==> config.mk <==
export PLATFORM = sky130hd
export DESIGN_NAME = stlb_refill_ctrl
export DESIGN_NICKNAME = d
export VERILOG_FILES = /design/src/stlb_pkg.sv /design/src/stlb_refill_ctrl.sv
export SDC_FILE = /design/constraint.sdc
export NUM_CORES = 1
export LEC_CHECK = 0
export ABC_AREA = 0
export BUFFER_PORTS_ARGS = -buffer_cell sky130_fd_sc_hd__buf_2
export CORE_MARGIN = 1.5
export CORE_UTILIZATION = 30
export CTS_BUF_LIST = sky130_fd_sc_hd__clkbuf_8
export CTS_CLUSTER_DIAMETER = 80
export DETAILED_ROUTE_END_ITERATION = 7
export SYNTH_ARGS = -nofsm -noshare
export SYNTH_HDL_FRONTEND = slang
export SYNTH_SLANG_ARGS = --single-unit
==> constraint.sdc <==
create_clock -name clk_i -period 2.83 [get_ports clk_i]
set_input_delay 0.283 -clock clk_i [delete_from_list [all_inputs] [get_ports clk_i]]
set_output_delay 0.283 -clock clk_i [all_outputs]
set_load 0.01 [all_outputs]
==> src/stlb_pkg.sv <==
// shared TLB package
// Sv32 address and PTE widths
// packed PTE, tag, lookup request and TLB update types

package stlb_pkg;

  //////////////////////////////////////////////////////////////////////
  // Sv32 geometry
  //////////////////////////////////////////////////////////////////////
  localparam int unsigned VLEN          = 32;
  localparam int unsigned PAGE_OFFSET_W = 12;
  localparam int unsigned VPN_LEVEL_W   = 10;
  localparam int unsigned PT_LEVELS     = 2;
  localparam int unsigned ASID_W        = 9;
  localparam int unsigned PTE_W         = 32;

  // level 1 is the upper field
  typedef logic [PT_LEVELS-1:0][VPN_LEVEL_W-1:0] vpn_t;

  // Sv32 page-table entry
  typedef struct packed {
    logic [PTE_W-11:0] ppn;  // 22 bits
    logic [1:0]        rsw;
    logic              d;
    logic              a;
    logic              g;    // global, asid ignored
    logic              u;
    logic              x;
    logic              w;
    logic              r;
    logic              v;
  } pte_t;

  //////////////////////////////////////////////////////////////////////
  // stored and transported entries
  //////////////////////////////////////////////////////////////////////

  // per-way tag, sits beside the pte
  typedef struct packed {
    logic [ASID_W-1:0] asid;
    vpn_t              vpn;
    logic              is_4m;  // superpage
  } tag_t;

  // registered lookup, decode to execute
  typedef struct packed {
    logic              valid;
    logic              is_itlb;
    vpn_t              vpn;
    logic [ASID_W-1:0] asid;
  } lookup_req_t;

  // walker refill and ITLB/DTLB update
  typedef struct packed {
    logic              valid;
    vpn_t              vpn;
    logic              is_4m;
    logic [ASID_W-1:0] asid;
    pte_t              content;
  } tlb_update_t;

endpackage

==> src/stlb_refill_ctrl.sv <==
// refill and flush control of the shared TLB
// valid-bit array, flush, victim way (invalid first, else LFSR)
// per-way write enables, RAM address mux, registered read-set valids

`timescale 1ns/10ps

module stlb_refill_ctrl #(
  parameter int unsigned Ways  = 2,
  parameter int unsigned Depth = 64
) (
  input  logic                     clk_i,
  input  logic                     rst_ni,
  input  logic                     flush_i,
  input  logic                     rd_en_i,
  input  logic [$clog2(Depth)-1:0] rd_idx_i,
  input  stlb_pkg::tlb_update_t    refill_i,
  output logic [Ways-1:0]          way_we_o,
  output logic [$clog2(Depth)-1:0] ram_addr_o,
  output logic [Ways-1:0]          valid_o
);

  localparam int unsigned IdxW     = $clog2(Depth);
  localparam int unsigned WayW     = $clog2(Ways);
  localparam logic [7:0]  LfsrTaps = 8'hB8;  // x^8+x^6+x^5+x^4+1
  localparam logic [7:0]  LfsrSeed = 8'h5A;

  logic [Depth-1:0][Ways-1:0]        valid_q;
  logic [Ways-1:0]                   rd_valid_q;
  logic [$bits(stlb_pkg::vpn_t)-1:0] refill_vpn;
  logic [IdxW-1:0]                   wr_idx;
  logic [Ways-1:0]                   set_valid;
  logic                              all_valid;
  logic                              wr_en;
  logic                              lfsr_en;
  logic [7:0]                        lfsr_q;
  logic [WayW-1:0]                   inv_way;
  logic [WayW-1:0]                   rnd_way;
  logic [WayW-1:0]                   repl_way;

  //////////////////////////////////////////////////////////////////////
  // victim selection
  //////////////////////////////////////////////////////////////////////
  assign refill_vpn = refill_i.vpn;
  assign wr_idx     = refill_vpn[IdxW-1:0];
  assign set_valid  = valid_q[wr_idx];
  assign all_valid  = &set_valid;

  // lowest invalid way
  always_comb begin
    inv_way = '0;
    for (int i = Ways - 1; i >= 0; i--) begin
      if (!set_valid[i]) inv_way = WayW'(i);
    end
  end

  assign rnd_way  = lfsr_q[WayW-1:0];
  assign repl_way = all_valid ? rnd_way : inv_way;

  assign wr_en   = refill_i.valid & ~flush_i;  // flush drops a refill
  assign lfsr_en = wr_en & all_valid;

  always_comb begin
    way_we_o = '0;
    if (wr_en) way_we_o[repl_way] = 1'b1;
  end

  // galois LFSR, steps on refills into a full set
  always_ff @(posedge clk_i or negedge rst_ni) begin
    if (!rst_ni) begin
      lfsr_q <= LfsrSeed;
    end else if (lfsr_en) begin
      lfsr_q <= {1'b0, lfsr_q[7:1]} ^ (lfsr_q[0] ? LfsrTaps : 8'h00);
    end
  end

  //////////////////////////////////////////////////////////////////////
  // valid bits and read path
  //////////////////////////////////////////////////////////////////////
  always_ff @(posedge clk_i or negedge rst_ni) begin
    if (!rst_ni) begin
      valid_q    <= '0;
      rd_valid_q <= '0;
    end else begin
      if (flush_i) begin
        valid_q <= '0;
      end else if (wr_en) begin
        valid_q[wr_idx] <= set_valid | way_we_o;
      end
      if (rd_en_i) rd_valid_q <= valid_q[rd_idx_i];  // lines up with RAM data
    end
  end

  assign ram_addr_o = wr_en ? wr_idx : rd_idx_i;  // write takes the port
  assign valid_o    = rd_valid_q;

  a_no_rd_wr_clash : assert property (@(posedge clk_i) disable iff (!rst_ni)
    !(rd_en_i && (|way_we_o)));

  // a free way is used before the LFSR picks a victim
  a_invalid_first : assert property (@(posedge clk_i) disable iff (!rst_ni)
    (wr_en && !all_valid) |-> !(|(way_we_o & set_valid)));

endmodule

After elaboration in Yosys (flattened, before gate mapping)
Index checks and enable logic that the tools add are counted.
{ "op_classes": {"magnitude_cmp": 5, "n_mux": 17, "bitwise_logic": 5, "reduce_logical": 4} }
{ "ops": {"columns": ["op", "count"], "rows": [
  ["$mux 128", 2],
  ["$bwmux 128", 1],
  ["$bmux 2 s6", 2],
  ["$lt 6x7->1 const B", 2],
  ["$demux 2 s6", 1],
  ["$mux 2", 4],
  ["$mux 8", 1],
  ["$xor 7x8->8", 1],
  ["$ge 6x1->1 const B", 1],
  ["$mux 6", 1],
  ["$mux 1", 4],
  ["$and 1x1->1", 2],
  ["$logic_and 1x1->1", 2],
  ["$lt 1x2->1 const B", 1],
  ["$or 2x2->2", 1],
  ["$reduce_and 2->1", 1],
  ["$reduce_bool 2->1", 1],
  ["$demux 1 s1", 1],
  ["$ge 1x1->1 const B", 1],
  ["$not 1->1", 1]
]} }
{ "word_totals": {"ff_bits": 138, "input_bits": 73, "output_inout_bits": 10, "elab_cells": 97} }

Depth between registers and ports, before layout
Gate-level depths: netlist (run 1).
{ "logic_depth": {"ltp_word": 14, "depth_mapped": 12, "depth_no_buf": 7} }

Least setup slack after synthesis (run 1)
Ideal clock, no wire load.
{ "synth_timing": {"path_type": "input to register", "start": "input rd_idx_i[0]", "end": "register rd_valid_q[1], in the netlist valid_o[1]", "setup_time_ps": 125, "t_arrival_ps": 2545, "t_required_ps": 2705, "path_slack_ps": 160, "cell_stages": 6, "n_path_buf": 2, "cell_sequence": "clkbuf_1 buf_2 mux4_2 mux4_2 mux4_2 mux2_2"} }
{ "synth_between": {"elab_chain_cells": 2} }
{ "synth_rtl": {"columns": ["item", "line_no", "rtl"], "rows": [
  ["start: declaration", "stlb_refill_ctrl.sv:15", "input logic [$clog2(Depth)-1:0] rd_idx_i,"],
  ["$bmux 2 s6", "stlb_refill_ctrl.sv:89", "if (rd_en_i) rd_valid_q <= valid_q[rd_idx_i];"],
  ["$mux 2 (implied by the code)", "stlb_refill_ctrl.sv:89", null],
  ["end signal: assignment", "stlb_refill_ctrl.sv:89", null],
  ["end: declaration", "stlb_refill_ctrl.sv:28", "logic [Ways-1:0] rd_valid_q;"]
]} }
No other way between the ends. The select of a mux whose other input is x is not followed.
A chain may end at the register's enable or synchronous reset.

Worst setup path in the final report (run 1)
{ "layout_timing": {"start": "register valid_q[11] (netlist bit)", "end": "output way_we_o[0]"} }
{ "layout_between": {"elab_chain_cells": 10, "word_cells_on_any_way": 12, "cone_classes": "order compare (2); mux (8); reduce/logical (2)"} }
{ "layout_rtl": {"columns": ["item", "line_no", "rtl"], "rows": [
  ["start: declaration", "stlb_refill_ctrl.sv:27", "logic [Depth-1:0][Ways-1:0] valid_q;"],
  ["start signal: indexed assignment", "stlb_refill_ctrl.sv:87", "valid_q[wr_idx] <= set_valid | way_we_o;"],
  ["$bmux 2 s6 (*)", "stlb_refill_ctrl.sv:45", "assign set_valid = valid_q[wr_idx];"],
  ["$mux 2 (implied by the code) (*)", "stlb_refill_ctrl.sv:45", null],
  ["$mux 1 (2 in series)", "stlb_refill_ctrl.sv:52", "if (!set_valid[i]) inv_way = WayW'(i);"],
  ["$mux 1 (*)", "stlb_refill_ctrl.sv:57", "assign repl_way = all_valid ? rnd_way : inv_way;"],
  ["$lt 1x2->1 (implied by the code) or $ge 1x1->1 (tied branches)", "stlb_refill_ctrl.sv:64", "if (wr_en) way_we_o[repl_way] = 1'b1;"],
  ["$logic_and 1x1->1 (implied by the code)", "stlb_refill_ctrl.sv:64", null],
  ["$mux 1 (implied by the code)", "stlb_refill_ctrl.sv:64", null],
  ["$demux 1 s1 (*)", "stlb_refill_ctrl.sv:64", null],
  ["$mux 2 (*)", "stlb_refill_ctrl.sv:64", null],
  ["end: declaration", "stlb_refill_ctrl.sv:17", "output logic [Ways-1:0] way_we_o,"]
]} }
Mark *: on every way between the ends. The rest lies on a longest branch, timed or not. The select of a mux whose other input is x is not followed.

==> out/metrics.yaml, run 1 <==
pwr:
  total_power_mw: 4.10
  leakagePower_nw: 3.76
  powerDensity_nw_per_um2: 453
  irDropWorstVdd_v: 0.000283
clocking:
  clk_latency_ps: 480
  cts_tree: "built"
  clock-sinks: 138
  path_clk_slew_ps: 80
  clockRootBuffer: "clkbuf_8"
  cts_max_path_buffers: 2
  htreeDepth: 4
  cts_buffers: 17
yosys:
  synth_nets: 817
  ys_ff_latch: 138
  yosysSeqAreaShare_pct: 44.9
  async_reset_ff_share_pct: 100
  avgSynthCellArea_sq_um: 10.3
  synth-edff-count: 0
  syn-instance-count: 744
  synth_top_flop_cell: "dfrtp_1"
  synth_warnings: 0
  ys_types: 51
  synth_area_sq_um: 7700
floorplan:
  die_h_um: 163
  core_sq_um: 25200
  fp.dieW_um: 163
  rows: 58
  pin_count: 83
  die-area_sq_um: 26600
  initial_utilization_pct: 30.6
drt:
  ant_nets: 0
  drt_first_pass_iters: 5
  via_per_inst: 5.46
  wire_per_inst_um: 20.3
  totalWireLength_mm: 23.3
  via_count: 6268
  drc: 0
  drtIter0Drc: 592
worst_setup_path:
  cp_max_fo: 3
  critPathArrivalTime_ps: 2680
  worstSetupPathType: "reg2out"
  r2r_slack_ps: 180
  rr_startpoint: "valid_q[110]"
  cp-start-kind: "register"
  r2r_cells: 9
  worst_ep_required_time_ps: 2550
  rr_endpoint: "valid_q[1]"
  end_kind: "output port"
grt:
  grt_use_total_pct: 18.6
  grt_max_degree: 76
  use_met1_pct: 24.8
  use_met2_pct: 28.7
  antenna_found_initial: 2
  grt_pass1_vias: 6145
  grt_use_met3_pct: 3.99
  overflow: 0
  grt_pass1_wl_mm: 36.7
  grt.busiest_layer: "met2"
timing:
  timing.setup.tns_ps: -200
  fmax_ghz: 0.337
  finalMaxSlewViolations: 0
  max_slew_margin_pct: 43.1
  skew_ps: 10.5
  rsz0062_at_grt: "yes"
  final-setup-viol-count: 2
  min_period_ps: 2970
  fin_crit_sh_pct: 105
  worst_pin_slew_ps: 853
  hold_viol_final: 0
  worst_slack_ps: -136
place:
  gp_congestion: 0.949
  io_buffers: 26
  dpl_cell_area_sq_um: 8570
  hpwl_mm: 16.4
worst_hold_path:
  whs_endpoint: "valid_o[0]"
  min_from: "rd_en_i"
  hold_depth: 2
  hold_path.class: "in2reg"
layout:
  fin_util_pct: 35.9
  diodes: 0
  final_cell_mix: "nor2_1, dfrtp_1, buf_4"
  drive_above_1_share_pct: 26.4
  num-nets-final: 878
  final_common_cell: "nor2_1"
  area_delta_synth_final_pct: 17.5
  stdcell_area_sq_um: 9040
flow_run:
  maxCapViolations: 0
outcome:
  violations: "setup timing"
  outcome: "finished, violations left"
-- critical path, cell delays in order, from the launching register on --
cell and delay [ps]:
dfrtp_1 400, mux2_4 270, a221o_1 320, a22o_1 270, a211oi_2 230, nand4_1 140, buf_6 150, nor2b_4 120
o21a_1 180, buf_2 130
-- how the worst max path moves through the flow --
stage	startpoint	endpoint	slack, ps	depth (start not counted)
floorplan	rd_idx_i[0]	valid_o[1]	160	6
global placement	refill_i[42]	way_we_o[0]	-240	10
detailed placement	refill_i[42]	way_we_o[0]	-250	12
CTS	valid_q[9]	way_we_o[0]	-160	9
global route	valid_q[75]	way_we_o[0]	-220	10
finish	valid_q[11]	way_we_o[0]	-140	9
-- synth_stat cells (all sizes together) (5+ instances only) --
master | number | area, sq um
nor2 | 265 | 997
nor2b | 14 | 87.6
clkbuf | 38 | 143
mux2i | 11 | 110
a22oi | 11 | 82.6
nand2b | 5 | 31.3
nand3 | 7 | 35.0
a221oi | 10 | 87.6
mux4 | 51 | 1150
nand2 | 11 | 41.3
and3b | 5 | 43.8
a22o | 10 | 87.6
dfrtp | 134 | 3350
buf | 22 | 173
a21oi | 7 | 35.0
a211oi | 65 | 488
mux2 | 19 | 240
-- cells by family after synthesis --
family / after synthesis / synth area share, %
AND/OR/NAND/NOR: 331 / 18.2
flip-flops: 138 / 44.9
AO/OA/AOI/OAI: 127 / 12.8
multiplexers: 81 / 19.5
buffers and inverters: 64 / 4.29
XOR/XNOR: 3 / 0.341
-- where the power goes --
part / total, mW / internal, mW / switching [mW]
clock: 1.62 / 0.779 / 0.845
sequential: 2.00 / 1.98 / 0.0119
combinational: 0.478 / 0.179 / 0.299
-- repair_timing --
item                                   in CTS  in global routing
pin swaps                                   6                  1
hold buffers                                1                  0
setup endpoints to repair                   2                  2
endpoints found under the hold margin      66                  0
resized for setup                           5                  3
setup buffers                               4                  2
-- per-layer routing --
layer,vias to the layer above,part of all wire [%]
li1,2819,-
met4,2,3.6
met3,53,6.2
met5,-,0.051
met1,3165,43
met2,229,47
-- state kept, by name, indices dropped and copies added (netlist names) --
name     count
valid_q    128
lfsr_q       8
valid_o      2
-- through the flow --
stage	worst slack, ps	cells	hold slack (ps)
2_1_floorplan	160	744	-12.6
3_3_place_gp	-239	1109	354
3_5_place_dp	-247	1109	341
4_1_cts	-158	1146	62.5
5_1_grt	-219	1148	76.8
6_report	-136	1148	77.7
-- cell type report --
type	instances	area, sq um
clock buffer	17	234
clock inverter	15	151
fill	2494	16100
inverter	4	15.0
multi-input combinational	542	3940
sequential	138	3460
tap	330	413
timing repair buffer	102	831
(Power assumes the default switching activity.)
==> inputs of run 2 (changes only) <==
ABC_AREA = 1   (was 0)
==> out/metrics.yaml, run 2 <==
outcome:
  outcome: "completed"
timing:
  finalMaxSlewViolations: 0
  fin_crit_sh_pct: 94.1
  fmax_ghz: 0.376
  final-setup-viol-count: 0
  worst_slack_ps: 168
  timing.setup.tns_ps: 0
  max_slew_margin_pct: 54.6
  hold_viol_final: 0
  worst_pin_slew_ps: 681
  skew_ps: 17.3
  min_period_ps: 2660
  rsz0062_at_grt: "no"
yosys:
  synth_common_cells: "nand2_1, dfrtp_1, nor2_1"
  syn-instance-count: 1361
  synth-edff-count: 0
  yosysSeqAreaShare_pct: 39.3
  synth.area.top_cells: "dfrtp_1, nand2_1, nand3_1"
  synth_nets: 1434
  ys_types: 28
  synth_area_sq_um: 8790
  async_reset_ff_share_pct: 100
  synth_top_flop_cell: "dfrtp_1"
  synth_warnings: 0
  synth.most_common_cell: "nand2_1"
  avgSynthCellArea_sq_um: 6.46
  ys_ff_latch: 138
  yosysTopAreaCell: "dfrtp_1"
  synth_top_cell_area_share_pct: 38.1
drt:
  via_per_inst: 5.20
  via_count: 9269
  drt_first_pass_iters: 5
  wire_per_inst_um: 17.7
  totalWireLength_mm: 31.5
  ant_nets: 0
  drc: 0
  drtIter0Drc: 1079
layout:
  num-nets-final: 1459
  fillers: 3108
  final_cell_mix: "nand2_1, dfrtp_1, nor2_1"
  area_delta_synth_final_pct: 13.9
  largest_register_ffs: 128
  stdcell_area_sq_um: 10000
  top_register: "valid_q"
  drive_above_1_share_pct: 10.3
  final_common_cell: "nand2_1"
  diodes: 0
clocking:
  clockRootBuffer: "clkbuf_8"
  cts_buffers: 17
  path_clk_slew_ps: 80
  cts_tree: "built"
  clk_latency_ps: 480
  cts_max_path_buffers: 2
  clock-sinks: 138
  htreeDepth: 4
worst_setup_path:
  critPathArrivalTime_ps: 2380
  worst_ep_required_time_ps: 2550
  cp_max_fo: 10
  crit_buf_inv: 2
  cp-start-kind: "register"
  path_delay_family: "simple AND/OR/NAND/NOR gates"
  end_kind: "output port"
  path_cells: "nand2_1, nand2_1, nand2_1, nand2_1, nand2_1, nand2_1, nand2_1, nand2_1, nor2_1, nand2_2, buf_4, nand2_1, nor2_1, buf_2"
  worstSetupPathType: "reg2out"
  critPathSlowestCell: "dfrtp_1"
  cp_common_cell: "nand2_1"
  slowest_delay_ps: 410
pwr:
  irDropWorstVdd_v: 0.000267
  powerDensity_nw_per_um2: 443
  leakagePower_nw: 4.86
place:
  dp_slack_ps: 268
  dpl_cell_area_sq_um: 9560
  hpwl_mm: 20.5
  gp_congestion: 0.907
  io_buffers: 26
floorplan:
  rows: 62
  die_h_um: 174
  pin_count: 83
  die-area_sq_um: 30300
  initial_utilization_pct: 30.5
  core_sq_um: 28800
  fp.dieW_um: 174
grt:
  grt_pass1_vias: 8603
  antenna_found_initial: 0
  grt_use_total_pct: 21.2
  grt_pass1_wl_mm: 49.4
  overflow: 0
  grt_max_degree: 85
worst_hold_path:
  hold_path.class: "in2reg"
flow_run:
  maxCapViolations: 0
## run 2: cell count changes after synthesis, moves of 14 or more
| cell | before | now |
|---|---|---|
| o21ai_0 | 4 | 66 |
| a21oi_1 | 7 | 88 |
| nor3_1 | 3 | 41 |
| a211oi_1 | 65 | 0 |
| clkbuf_1 | 38 | 52 |
| nand3_1 | 7 | 115 |
| nand2_1 | 11 | 521 |
| o211ai_1 | 0 | 40 |
| mux4_2 | 51 | 0 |
| nor2b_1 | 14 | 0 |
| inv_1 | 3 | 105 |
| nor2_1 | 264 | 125 |
## run 2: path summary, 6_finish.rpt
| check | end | slack, ps | depth (start not counted) | startpoint |
|---|---|---|---|---|
| max | way_we_o[1] | 170 | 14 | valid_q[68] |
| min | valid_o[1] | 40 | 3 | rd_en_i |
| max reg2reg | valid_q[45] | 580 | 15 | valid_q[68] |
| min reg2reg | lfsr_q[3] | 470 | 2 | lfsr_q[3] |
| max in group asynchronous | lfsr_q[6] | 1750 | 3 | rst_ni |
| min in group asynchronous | valid_q[74] | 370 | 2 | rst_ni |
## run 2: cell families (layout without fill, tap and decap cells)
group	Yosys count	count (layout)	share of synthesized area [%]
compound gates	195	195	12.2
xor+xnor	3	3	0.299
buf+inv	200	238	9.47
flops	138	138	39.3
simple gates	825	825	38.6
## run 2: worst min-delay path: stages
cell,delay (ps)
buf_2,100
nand2_1,50
nand2_1,50
## run 2: final cells by class
class / count / area, sq um / area share [%]
clock buffer: 18 / 248 / 2.48
tap: 384 / 480 / 4.80
clock inverter: 14 / 191 / 1.91
sequential: 138 / 3460 / 34.6
inverter: 119 / 447 / 4.46
timing repair buffer: 87 / 684 / 6.84
multi-input combinational: 1023 / 4500 / 45.0
## run 2: metrics by stage
| step | power, mW | std cells | util, % | hold slack, ps |
|---|---|---|---|---|
| 6_report | 4.43 | 1783 | 34.8 | 38.8 |
| 5_1_grt | 4.61 | 1783 | 34.8 | 46.2 |
| 4_1_cts | 4.46 | 1783 | 34.8 | 14.9 |
| 3_5_place_dp | 2.63 | 1750 | 33.2 | 321 |
| 3_3_place_gp | 2.63 | 1750 | 33.2 | 328 |
| 2_1_floorplan | 2.35 | 1361 | - | -12.6 |
## run 2: repair_timing
item | in CTS | in global routing
setup buffers | 0 | 0
hold endpoints to repair | 58 | 0
hold buffers | 1 | 0
resized for setup | 0 | 0
## run 2: metal layers
metal / part of all wire, % / GRT usage [%]
met5: 0 / 0
met3: 8.6 / 3.61
met1: 45 / 30.4
met2: 43 / 31.5
met4: 3.8 / 8.66
## run 2: power by group
part | switching, mW | internal (mW) | total (mW)
Clock | 0.844 | 0.987 | 1.83
Combinational | 0.459 | 0.154 | 0.613
Sequential | 0.00786 | 1.98 | 1.99
Total | 1.31 | 3.12 | 4.43
