$ cat config.mk
export PLATFORM = sky130hd
export DESIGN_NAME = stlb_lookup_req
export DESIGN_NICKNAME = d
export VERILOG_FILES = /design/src/stlb_pkg.sv /design/src/stlb_lookup_req.sv
export SDC_FILE = /design/constraint.sdc
export NUM_CORES = 1
export LEC_CHECK = 0
export ABC_AREA = 1
export BUFFER_PORTS_ARGS = -buffer_cell sky130_fd_sc_hd__buf_2
export CAP_MARGIN = 15
export CORE_UTILIZATION = 40
export DETAILED_ROUTE_END_ITERATION = 8
export HOLD_SLACK_MARGIN = 0.15
export PLACE_DENSITY = 0.89
export REMOVE_ABC_BUFFERS = 1
export SLEW_MARGIN = 5
export SYNTH_ARGS = -nofsm -noshare
export SYNTH_HDL_FRONTEND = slang
export SYNTH_SLANG_ARGS = --single-unit
$ cat constraint.sdc
create_clock -name clk_i -period 2.15 [get_ports clk_i]
set_clock_uncertainty 0.15 [all_clocks]
set_input_delay 0.215 -clock clk_i [delete_from_list [all_inputs] [get_ports clk_i]]
set_output_delay 0.215 -clock clk_i [all_outputs]
set_load 0.01 [all_outputs]
$ cat src/stlb_pkg.sv
// shared TLB package
// Sv32 address and PTE widths
// packed PTE, tag, lookup request and TLB update types

package stlb_pkg;

  //////////////////////////////////////////////////////////////////////
  // Sv32 geometry
  //////////////////////////////////////////////////////////////////////
  localparam int unsigned VLEN          = 32;
  localparam int unsigned PAGE_OFFSET_W = 12;
  localparam int unsigned VPN_LEVEL_W   = 10;
  localparam int unsigned PT_LEVELS     = 2;
  localparam int unsigned ASID_W        = 9;
  localparam int unsigned PTE_W         = 32;

  // level 1 is the upper field
  typedef logic [PT_LEVELS-1:0][VPN_LEVEL_W-1:0] vpn_t;

  // Sv32 page-table entry
  typedef struct packed {
    logic [PTE_W-11:0] ppn;  // 22 bits
    logic [1:0]        rsw;
    logic              d;
    logic              a;
    logic              g;    // global, asid ignored
    logic              u;
    logic              x;
    logic              w;
    logic              r;
    logic              v;
  } pte_t;

  //////////////////////////////////////////////////////////////////////
  // stored and transported entries
  //////////////////////////////////////////////////////////////////////

  // per-way tag, sits beside the pte
  typedef struct packed {
    logic [ASID_W-1:0] asid;
    vpn_t              vpn;
    logic              is_4m;  // superpage
  } tag_t;

  // registered lookup, decode to execute
  typedef struct packed {
    logic              valid;
    logic              is_itlb;
    vpn_t              vpn;
    logic [ASID_W-1:0] asid;
  } lookup_req_t;

  // walker refill and ITLB/DTLB update
  typedef struct packed {
    logic              valid;
    vpn_t              vpn;
    logic              is_4m;
    logic [ASID_W-1:0] asid;
    pte_t              content;
  } tlb_update_t;

endpackage

$ cat src/stlb_lookup_req.sv
// decode stage of the shared TLB
// picks the ITLB or DTLB miss, drives the set read
// registers the lookup request and the selected vaddr

`timescale 1ns/10ps

module stlb_lookup_req #(
  parameter int unsigned Depth = 64
) (
  input  logic                            clk_i,
  input  logic                            rst_ni,
  input  logic                            s_st_enbl_i,
  input  logic                            s_ld_st_enbl_i,
  input  logic [stlb_pkg::ASID_W-1:0]     itlb_asid_i,
  input  logic [stlb_pkg::ASID_W-1:0]     dtlb_asid_i,
  input  logic                            itlb_access_i,
  input  logic                            itlb_hit_i,
  input  logic [stlb_pkg::VLEN-1:0]       itlb_vaddr_i,
  input  logic                            dtlb_access_i,
  input  logic                            dtlb_hit_i,
  input  logic [stlb_pkg::VLEN-1:0]       dtlb_vaddr_i,
  input  logic                            shared_tlb_miss_i,
  output logic                            rd_en_o,
  output logic [$clog2(Depth)-1:0]        rd_idx_o,
  output stlb_pkg::lookup_req_t           req_o,
  output logic                            itlb_miss_o,
  output logic                            dtlb_miss_o,
  output logic                            shared_tlb_access_o,
  output logic [stlb_pkg::VLEN-1:0]       shared_tlb_vaddr_o,
  output logic                            itlb_req_o
);

  localparam int unsigned IdxW = $clog2(Depth);

  logic                        itlb_sel;
  logic                        dtlb_sel;
  logic [stlb_pkg::VLEN-1:0]   sel_vaddr;
  logic [stlb_pkg::ASID_W-1:0] sel_asid;

  logic                        valid_q;
  logic                        is_itlb_q;
  stlb_pkg::vpn_t              vpn_q;
  logic [stlb_pkg::ASID_W-1:0] asid_q;
  logic [stlb_pkg::VLEN-1:0]   vaddr_q;

  // an ITLB miss only counts while the DTLB is idle, so a tie goes to the DTLB
  assign itlb_sel = s_st_enbl_i & itlb_access_i & ~itlb_hit_i & ~dtlb_access_i;
  assign dtlb_sel = s_ld_st_enbl_i & dtlb_access_i & ~dtlb_hit_i;

  assign sel_vaddr = itlb_sel ? itlb_vaddr_i : dtlb_vaddr_i;
  assign sel_asid  = itlb_sel ? itlb_asid_i : dtlb_asid_i;

  assign rd_en_o  = itlb_sel | dtlb_sel;
  assign rd_idx_o = sel_vaddr[stlb_pkg::PAGE_OFFSET_W +: IdxW];  // low vpn bits

  // perf counters follow the walker for the served side
  assign itlb_miss_o = itlb_sel & shared_tlb_miss_i;
  assign dtlb_miss_o = dtlb_sel & shared_tlb_miss_i;

  always_ff @(posedge clk_i or negedge rst_ni) begin
    if (!rst_ni) begin
      valid_q   <= 1'b0;
      is_itlb_q <= 1'b0;
    end else begin
      valid_q   <= rd_en_o;
      is_itlb_q <= itlb_sel;
    end
  end

  // request payload, held between misses
  always_ff @(posedge clk_i) begin
    if (rd_en_o) begin
      vpn_q   <= sel_vaddr[stlb_pkg::VLEN-1:stlb_pkg::PAGE_OFFSET_W];
      asid_q  <= sel_asid;
      vaddr_q <= sel_vaddr;
    end
  end

  assign req_o = '{valid: valid_q, is_itlb: is_itlb_q, vpn: vpn_q, asid: asid_q};

  assign shared_tlb_access_o = valid_q;
  assign shared_tlb_vaddr_o  = vaddr_q;
  assign itlb_req_o          = is_itlb_q;

endmodule

Word-level counts from Yosys, hierarchy flattened
Index checks and enable logic that the tools add are counted.
- bitwise logic cells: 11
- multiplexer cells: 2
- operators by type and width (operator ; count):
    $mux W32 ; 1
    $mux W9 ; 1
    $and A1 B1 Y1 ; 7
    $not A1 Y1 ; 3
    $or A1 B1 Y1 ; 1
- flip-flop bits (word level): 63
- logic and storage cells: 19
- output and inout bits: 74
- input bits: 91

Longest topological paths before layout
Gate-level depths: netlist of run 1.
- depth after elaboration: 4
- gate-level depth with buffers: 7
- mapped depth without buffers: 5

Worst setup path before layout of run 1
Ideal clock, no wire load.
- kind: input port to flip-flop
- start: in dtlb_access_i
- end: reg asid_q[0] in the netlist's numbering (enable)
- cell stages on the path: 4
- setup slack: 17 ps
- data required time: 1597 ps
- buffers on the path: 1
- library setup time: 403 ps
- data arrival time: 1581 ps
- path through: nor2_4 > nand2_4 > buf_6 > nand2_1
- longest elaborated chain between the ends: 3
- elaborated cells between the ends (all ways): 5
- classes of those cells: 5 x bitwise
- RTL lines (element ; RTL line ; source):
    start, declared ; stlb_lookup_req.sv:19 ; input logic dtlb_access_i,
    $and A1 B1 Y1 or $not A1 Y1 (tied branches) ; stlb_lookup_req.sv:48, stlb_lookup_req.sv:47 ;
    $and A1 B1 Y1, on equally long branches ; stlb_lookup_req.sv:48, stlb_lookup_req.sv:47 ;
    $or A1 B1 Y1 * ; stlb_lookup_req.sv:53 ; assign rd_en_o = itlb_sel | dtlb_sel;
    via rd_en_o ; stlb_lookup_req.sv:23 ; output logic rd_en_o,
    end signal, assigned ; stlb_lookup_req.sv:74 ; asid_q <= sel_asid;
    end, declared ; stlb_lookup_req.sv:43 ; logic [stlb_pkg::ASID_W-1:0] asid_q;
The timed path passes the listed nets; every way through them passes the cells marked *.
A chain may end at the register's enable or synchronous reset.

Worst setup path after layout of run 1
- start: in dtlb_access_i
- end: reg vaddr_q, in the netlist shared_tlb_vaddr_o[21], data pin
- longest elaborated chain between the ends: 3
- RTL lines (element ; RTL line ; source):
    $not A1 Y1 ; stlb_lookup_req.sv:47 ; assign itlb_sel = s_st_enbl_i & itlb_access_i & ~itlb_hit_i & ~dtlb_access_i;
    $and A1 B1 Y1 ; stlb_lookup_req.sv:47 ;
    $mux W32 ; stlb_lookup_req.sv:50 ; assign sel_vaddr = itlb_sel ? itlb_vaddr_i : dtlb_vaddr_i;
    via sel_vaddr, one bit ; stlb_lookup_req.sv:37 ; logic [stlb_pkg::VLEN-1:0] sel_vaddr;
    end signal, assigned ; stlb_lookup_req.sv:75 ; vaddr_q <= sel_vaddr;
    end, declared ; stlb_lookup_req.sv:44 ; logic [stlb_pkg::VLEN-1:0] vaddr_q;
The timed path passes the listed nets, and every way through them passes these cells.

==> results of run 1 <==
repair_timing:
item                      CTS  global route
hold endpoints to repair   43             0
gates resized for setup     0             0
hold buffers               84             0
how the worst max path moves through the flow:
stage | to
detailed placement | rd_en_o
CTS | shared_tlb_vaddr_o[10]$_DFFE_PP_
finish | shared_tlb_vaddr_o[21]$_DFFE_PP_
global route | shared_tlb_vaddr_o[21]$_DFFE_PP_
floorplan | asid_q[0]$_DFFE_PP_
global placement | rd_en_o
cells by family after synthesis:
logic type / count (synthesis)
buffers and inverters: 43
AND/OR/NAND/NOR: 130
flip-flops: 43
routing by layer:
| layer | GRT usage | up-vias |
|---|---|---|
| met5 | 0 | - |
| met4 | 0.121 | 0 |
| met2 | 0.425 | 123 |
| met3 | 0.0397 | 21 |
| met1 | 0.217 | 1045 |
| li1 | - | 1132 |
sequential cells by signal, summed over array words and instances (netlist names):
name,flops
asid_q,9
shared_tlb_vaddr_o,13
req_o,19
shared_tlb_access_o,1
itlb_req_o,1
area by class of cell:
cell class                 instances  area (sq um)
clock buffer                       7          76.3
sequential                        43          1280
inverter                           3          11.3
timing repair buffer             254          1710
multi-input combinational        130           561
fill                             393          1410
clock inverter                     1          5.00
tap                               70          87.6
placed cells by master (no fill, tap or decap):
cell type	instances
buf_2	164
buf_4	6
clkbuf_1	2
clkbuf_8	5
clkinv_2	1
dfrtp_1	2
dlygate4sd3_1	84
edfxtp_1	41
inv_1	2
inv_2	1
nand2_1	83
nand2_2	1
nand2_4	1
nand3_1	41
nand3b_1	1
nor2_1	2
nor2_4	1
critical path: stages:
cell and delay [ns]:
buf_2 0.12, nor2_4 0.13, buf_4 0.37, buf_4 0.23
nand3_1 0.08, nand2_1 0.10, dlygate4sd3_1 0.55
per-stage QoR:
stage                     cell area, sq um  total power [mW]  hold WS (ns)
after global placement                2810              1.36        -0.149
after global routing                  3730              2.07         0.380
after detailed placement              2810              1.37        -0.149
after floorplan                       1850              1.17        -0.231
final                                 3730              1.97         0.355
after CTS                             3730              1.98         0.350
report_power, final:
part | internal (mW) | total, mW | switching, mW
logic | 0.266 | 0.485 | 0.219
clock network | 0.228 | 0.476 | 0.248
registers | 0.989 | 1.01 | 0.0212
==> results.sh, run 1 <==
export IMPL_gp_congestion=0.737
export IMPL_coreArea_sq_um=5140
export IMPL_tightest_slew_ns=0.410
export IMPL_wl_met3_um=464
export IMPL_antenna_found_initial=0
export IMPL_worstSetupPathType="input port to flop"
export IMPL_syn_avg_cell_area_sq_um=9.97
export IMPL_start_kind="input port"
export IMPL_portBuffers=164
export IMPL_crit_arrival_ns=1.82
export IMPL_synth_top_area_cell="edfxtp_1"
export IMPL_syn_instance_count=216
export IMPL_route_met2_wl_um=3670
export IMPL_ios=165
export IMPL_synth_area_leaders="edfxtp_1 (57%), nand2_1 (15%), buf_4 (11%)"
export IMPL_synth_compound_area_frac=0
export IMPL_slew_headroom=0.727
export IMPL_synth_top_family_by_area="simple AND/OR/NAND/NOR gates"
export IMPL_drcViolationCount=0
export IMPL_nNetsFinal=528
export IMPL_yosys_warnings=0
export IMPL_vias_per_cell=4.57
export IMPL_synth_xor_area_frac=0
export IMPL_wl_met1_um=2210
export IMPL_synth_mux_area_frac=0
export IMPL_ys_ff_latch=43
export IMPL_start_util=0.419
export IMPL_synth_ff_type="edfxtp_1"
export IMPL_diodes=0
export IMPL_period_share=0.846
export IMPL_cts_tree="built"
export IMPL_hold_path_depth=4
export IMPL_final_cells=508
export IMPL_wl_per_cell_um=13.0
export IMPL_hold_viol_final=0
export IMPL_clock_root_buffer="clkbuf_8"
export IMPL_cts_path_max_buffers=2
export IMPL_cellPowerDensity_nw_per_um2=529
export IMPL_areaGrowthSynthToFinish_pct=73.2
export IMPL_vias=2321
export IMPL_numCtsBuffers=5
export IMPL_final_antenna_net_count=0
export IMPL_die_w_um=75.4
export IMPL_place_inst=416
export IMPL_top_layer_used="met4"
export IMPL_drive_above_1_share=0.411
export IMPL_synth_edf_count=41
export IMPL_seq_area_frac_synth=0.595
export IMPL_die_area_sq_um=5680
export IMPL_cts_max_level=2
export IMPL_synth_area_sq_um=2150
export IMPL_first_global_vias=2168
export IMPL_outcome="finished, final reports clean"
export IMPL_postCtsSetupBuffers=0
export IMPL_grt_pass1_wl_um=9180
export IMPL_die_h_um=75.4
export IMPL_setup_slack_ns=0.331
export IMPL_worstHoldPathType="input port to flop"
export IMPL_synth_fa_ha_area_frac=0
export IMPL_cp_startpoint="dtlb_access_i"
export IMPL_grt_max_degree=42
export IMPL_grt_use_total=0.218
export IMPL_drt_iter0_drc=112
export IMPL_drt_total_wl_um=6580
export IMPL_drv_cap=0
export IMPL_place_ws_ns=0.539
export IMPL_yosys_area_share_simple=0.259
export IMPL_leakagePower_nw=1.88
export IMPL_finalSetupTns_ns=0
export IMPL_irDropWorstVdd_mv=0.273
export IMPL_min_period_ns=1.82
export IMPL_worstPathRequired_ns=2.15
export IMPL_max_freq_mhz=550
export IMPL_min_to="shared_tlb_access_o$_DFF_PN0_"
export IMPL_post_route_util=0.725
export IMPL_hp_start="dtlb_hit_i"
export IMPL_cp_max_fo=35
export IMPL_synthArstFlopShare=0.0465
export IMPL_cts_sinks=43
export IMPL_grt_ovfl_total=0
export IMPL_maxSlewViolCount=0
export IMPL_num_rows=26
export IMPL_dr_pass1_iters=4
export IMPL_yosysTopAreaCellShare=0.572
export IMPL_clk_pin_slew_ns=0.08
export IMPL_synth_most_common_cell="nand2_1"
export IMPL_setup_viol=0
export IMPL_synth_cell_type_count=13
export IMPL_endpoint_kind="flop"
export IMPL_dp_hpwl_um=3960
export IMPL_yosys_top_cells_count="nand2_1 (84), edfxtp_1 (41), nand3_1 (41)"
export IMPL_rsz0062_at_grt="false"
No activity file was read; power rests on OpenSTA's default activity.
==> run 2: changes to the inputs <==
==> constraint.sdc (replaced) <==
create_clock -name clk_i -period 1.7 [get_ports clk_i]
set_clock_uncertainty 0.15 [all_clocks]
set_input_delay 0.17 -clock clk_i [delete_from_list [all_inputs] [get_ports clk_i]]
set_output_delay 0.17 -clock clk_i [all_outputs]
set_load 0.01 [all_outputs]
==> results.sh, run 2 (same netlist as run 1, synthesis figures left out) <==
export IMPL_portBuffers=164
export IMPL_ios=165
export IMPL_die_w_um=75.4
export IMPL_final_common_cell="buf_2"
export IMPL_start_util=0.419
export IMPL_slew_headroom=0.828
export IMPL_start_kind="input port"
export IMPL_clock_root_buffer="clkbuf_8"
export IMPL_worstHoldPathType="input port to flop"
export IMPL_num_rows=26
export IMPL_tightest_slew_ns=0.257
export IMPL_largest_register_ffs=19
export IMPL_cts_tree="built"
export IMPL_rsz0062_at_grt="false"
export IMPL_dp_hpwl_um=4010
export IMPL_areaGrowthSynthToFinish_pct=74.7
export IMPL_grt_pass1_wl_um=9770
export IMPL_comb_power_share=0.247
export IMPL_final_antenna_net_count=0
export IMPL_postCtsHoldBufs=84
export IMPL_power_share_sequential=0.509
export IMPL_hold_viol_final=0
export IMPL_finalSetupTns_ns=0
export IMPL_postCtsSetupBuffers=0
export IMPL_drt_total_wl_um=6750
export IMPL_die_h_um=75.4
export IMPL_coreArea_sq_um=5140
export IMPL_wl_per_cell_um=13.3
export IMPL_maxSlewViolCount=0
export IMPL_diodes=0
export IMPL_cp_max_fo=1
export IMPL_vias_per_cell=4.66
export IMPL_numCtsBuffers=5
export IMPL_final_cells=509
export IMPL_layout_common_cells="buf_2 (164), dlygate4sd3_1 (84), nand2_1 (83)"
export IMPL_outcome="finished, final reports clean"
export IMPL_place_inst=417
export IMPL_die_area_sq_um=5680
export IMPL_cts_sinks=43
export IMPL_dr_pass1_iters=4
export IMPL_holdWs_ns=0.227
export IMPL_cts_max_level=2
export IMPL_num_fill_cells=389
export IMPL_crit_arrival_ns=1.55
export IMPL_p_sw_frac=0.251
export IMPL_post_route_util=0.732
export IMPL_drive_above_1_share=0.412
export IMPL_intPower_mw=1.88
export IMPL_endpoint_kind="flop"
export IMPL_grt_max_degree=42
export IMPL_leakagePower_nw=1.89
export IMPL_drcViolationCount=0
export IMPL_p_sw_mw=0.633
export IMPL_first_global_vias=2298
export IMPL_worstPathRequired_ns=1.60
export IMPL_setup_viol=0
export IMPL_worstSetupPathType="input port to flop"
export IMPL_irDropWorstVdd_mv=0.328
export IMPL_drv_cap=0
export IMPL_antenna_found_initial=0
export IMPL_grt_ovfl_total=0
export IMPL_grt_use_total=0.235
export IMPL_clk_pin_slew_ns=0.08
export IMPL_max_freq_mhz=605
export IMPL_cts_path_max_buffers=2
export IMPL_period_share=0.973
export IMPL_cts_resized=0
export IMPL_nNetsFinal=529
export IMPL_gp_congestion=0.726
export IMPL_vias=2370
export IMPL_clkPwrFrac=0.244
export IMPL_cellPowerDensity_nw_per_um2=669
export IMPL_drt_iter0_drc=201
export IMPL_min_period_ns=1.65
[run 2: per-layer routing]
metal / wire (um) / up-vias / global-route usage
met5: 0 / - / 0
met4: 248 / 0 / 0.119
met3: 512 / 24 / 0.0661
met2: 3750 / 140 / 0.470
met1: 2240 / 1072 / 0.210
li1: - / 1134 / -
[run 2: worst paths after layout]
kind / from / end / slack [ns] / cells past startpoint
max in group asynchronous: rst_ni / itlb_req_o$_DFF_PN0_ / 0.69 / 3
min in group asynchronous: rst_ni / shared_tlb_access_o$_DFF_PN0_ / 0.58 / 3
worst min-delay path: itlb_hit_i / shared_tlb_access_o$_DFF_PN0_ / 0.23 / 5
worst max-delay path: dtlb_vaddr_i[9] / shared_tlb_vaddr_o[9]$_DFFE_PP_ / 0.05 / 5
[run 2: final cells by class]
class	instances	area, sq um	share of cell area
inverter	3	11.3	0.00299
tap	70	87.6	0.0233
sequential	43	1280	0.341
clock buffer	7	76.3	0.0203
clock inverter	1	5.00	0.00133
multi-input combinational	130	561	0.149
timing repair buffer	255	1740	0.462
[run 2: per-stage QoR]
step	cell area, sq um	total power [mW]	setup WS, ns
final	3760	2.52	0.0464
after global placement	2840	1.73	0.348
after detailed placement	2840	1.74	0.320
after floorplan	1850	1.47	-0.936
after CTS	3760	2.53	0.112
after global routing	3760	2.65	0.0133
[run 2: worst max-delay path: stages]
cell and delay [ns]:
dlygate4sd3_1 0.56, buf_2 0.14, nand2_1 0.05, nand2_1 0.07, dlygate4sd3_1 0.56
[run 2: power groups by stage]
stage               registers [mW]  logic (mW)  clock network (mW)
CTS                           1.28       0.609               0.638
floorplan                     1.37       0.108                   0
global placement              1.30       0.430                   0
global route                  1.29       0.681               0.683
detailed placement            1.30       0.440                   0
finish                        1.28       0.622               0.614
==> run 3: changes to the inputs <==
--- a/config.mk
+++ b/config.mk
@@ -8,10 +8,10 @@
 export ABC_AREA = 1
 export BUFFER_PORTS_ARGS = -buffer_cell sky130_fd_sc_hd__buf_2
 export CAP_MARGIN = 15
-export CORE_UTILIZATION = 40
+export CORE_UTILIZATION = 35
 export DETAILED_ROUTE_END_ITERATION = 8
 export HOLD_SLACK_MARGIN = 0.15
-export PLACE_DENSITY = 0.89
+export PLACE_DENSITY = 0.8
 export REMOVE_ABC_BUFFERS = 1
 export SLEW_MARGIN = 5
 export SYNTH_ARGS = -nofsm -noshare
==> results.sh, run 3 (same netlist as run 1, synthesis figures left out) <==
export IMPL_endpoint_kind="flop"
export IMPL_min_period_ns=1.62
export IMPL_final_area_sq_um=3770
export IMPL_clock_root_buffer="clkbuf_8"
export IMPL_start_util=0.364
export IMPL_worstSetupPathType="input port to flop"
export IMPL_p_sw_mw=0.634
export IMPL_cts_max_level=2
export IMPL_cp_max_fo=1
export IMPL_areaGrowthSynthToFinish_pct=75.2
export IMPL_p_total_mw=2.55
export IMPL_final_antenna_net_count=0
export IMPL_intPower_mw=1.92
export IMPL_ios=165
export IMPL_vias_per_cell=4.51
export IMPL_power_share_sequential=0.500
export IMPL_critical_path_max_stage_delay_ns=0.55
export IMPL_grt_max_degree=24
export IMPL_cp_top_family="buffers and inverters"
export IMPL_gp_congestion=0.716
export IMPL_worstPathRequired_ns=1.60
export IMPL_coreArea_sq_um=5920
export IMPL_cts_path_max_buffers=2
export IMPL_outcome="finished, final reports clean"
export IMPL_finalSetupTns_ns=0
export IMPL_num_rows=28
export IMPL_die_w_um=80.4
export IMPL_dp_hpwl_um=3870
export IMPL_rsz0062_at_grt="false"
export IMPL_grt_use_total=0.190
export IMPL_cellPowerDensity_nw_per_um2=677
export IMPL_start_kind="input port"
export IMPL_postCtsSetupBuffers=0
export IMPL_cp_num_buf_inv=3
export IMPL_p_sw_frac=0.248
export IMPL_antenna_found_initial=0
export IMPL_diodes=0
export IMPL_drv_cap=0
export IMPL_vias=2322
export IMPL_drt_iter0_drc=85
export IMPL_tightest_slew_ns=0.244
export IMPL_numCtsBuffers=5
export IMPL_period_share=0.950
export IMPL_grt_ovfl_total=0
export IMPL_worstHoldPathType="input port to flop"
export IMPL_hold_viol_final=0
export IMPL_crit_arrival_ns=1.51
export IMPL_final_common_cell="buf_2"
export IMPL_clk_pin_slew_ns=0.08
export IMPL_irDropWorstVdd_mv=0.374
export IMPL_slew_headroom=0.837
export IMPL_setup_slack_ns=0.0844
export IMPL_maxSlewViolCount=0
export IMPL_nNetsFinal=530
export IMPL_portBuffers=164
export IMPL_drcViolationCount=0
export IMPL_leakagePower_nw=1.89
export IMPL_die_h_um=80.4
export IMPL_drt_total_wl_um=6400
export IMPL_cts_tree="built"
export IMPL_setup_viol=0
export IMPL_final_cells=515
export IMPL_cp_slowest_cell="dlygate4sd3_1"
export IMPL_post_dp_cell_area_sq_um=2840
export IMPL_comb_power_share=0.240
export IMPL_cts_sinks=43
export IMPL_place_ws_ns=0.308
export IMPL_num_fill_cells=483
export IMPL_layout_common_cells="buf_2 (164), dlygate4sd3_1 (84), nand2_1 (83)"
export IMPL_holdWs_ns=0.299
export IMPL_drive_above_1_share=0.416
export IMPL_dr_pass1_iters=4
export IMPL_die_area_sq_um=6470
export IMPL_wl_per_cell_um=12.4
export IMPL_largest_register_ffs=19
export IMPL_place_inst=423
export IMPL_path_cells="dlygate4sd3_1, buf_2, nand2_1, nand2_1, dlygate4sd3_1"
export IMPL_clkPwrFrac=0.260
export IMPL_grt_pass1_wl_um=9280
export IMPL_post_route_util=0.637
export IMPL_first_global_vias=2087
export IMPL_max_freq_mhz=619
## run 3: final timing paths
| kind | slack (ns) | endpoint | startpoint | cells past startpoint |
|---|---|---|---|---|
| setup / recovery | 0.08 | shared_tlb_vaddr_o[7]$_DFFE_PP_ | dtlb_vaddr_i[7] | 5 |
| max in group asynchronous | 0.69 | itlb_req_o$_DFF_PN0_ | rst_ni | 3 |
| hold / removal | 0.30 | shared_tlb_access_o$_DFF_PN0_ | itlb_hit_i | 5 |
| min in group asynchronous | 0.59 | shared_tlb_access_o$_DFF_PN0_ | rst_ni | 3 |
## run 3: power by group through the flow
stage / clock, mW / combinational [mW] / sequential (mW)
2_1_floorplan: 0 / 0.108 / 1.37
3_3_place_gp: 0 / 0.428 / 1.30
3_5_place_dp: 0 / 0.436 / 1.30
4_1_cts: 0.692 / 0.604 / 1.28
5_1_grt: 0.732 / 0.667 / 1.29
6_report: 0.664 / 0.614 / 1.28
## run 3: per-layer routing
| layer | GRT usage | vias to the layer above | routed length [um] |
|---|---|---|---|
| li1 | - | 1136 | - |
| met5 | 0 | - | 0 |
| met4 | 0.0786 | 0 | 121 |
| met1 | 0.184 | 1050 | 2230 |
| met3 | 0.0432 | 12 | 458 |
| met2 | 0.379 | 124 | 3590 |
## run 3: repair_timing
| item | 4_1_cts | 5_1_grt |
|---|---|---|
| resized for setup | 0 | 0 |
| hold buffers | 84 | 0 |
| hold endpoints to repair | 43 | 0 |
## run 3: worst min-delay path: stages
cell,delay (ns)
buf_2,0.10
nor2_4,0.04
nand2_4,0.07
nand2_2,0.07
buf_4,0.22
## run 3: final cells by class
cell class	instances	area, sq um	share of cell area
Timing Repair Buffer	256	1730	0.460
Sequential cell	43	1280	0.340
Multi-Input combinational cell	130	561	0.149
Tap cell	75	93.8	0.0249
Clock buffer	7	86.3	0.0229
Inverter	3	11.3	0.00299
Clock inverter	1	5.00	0.00133
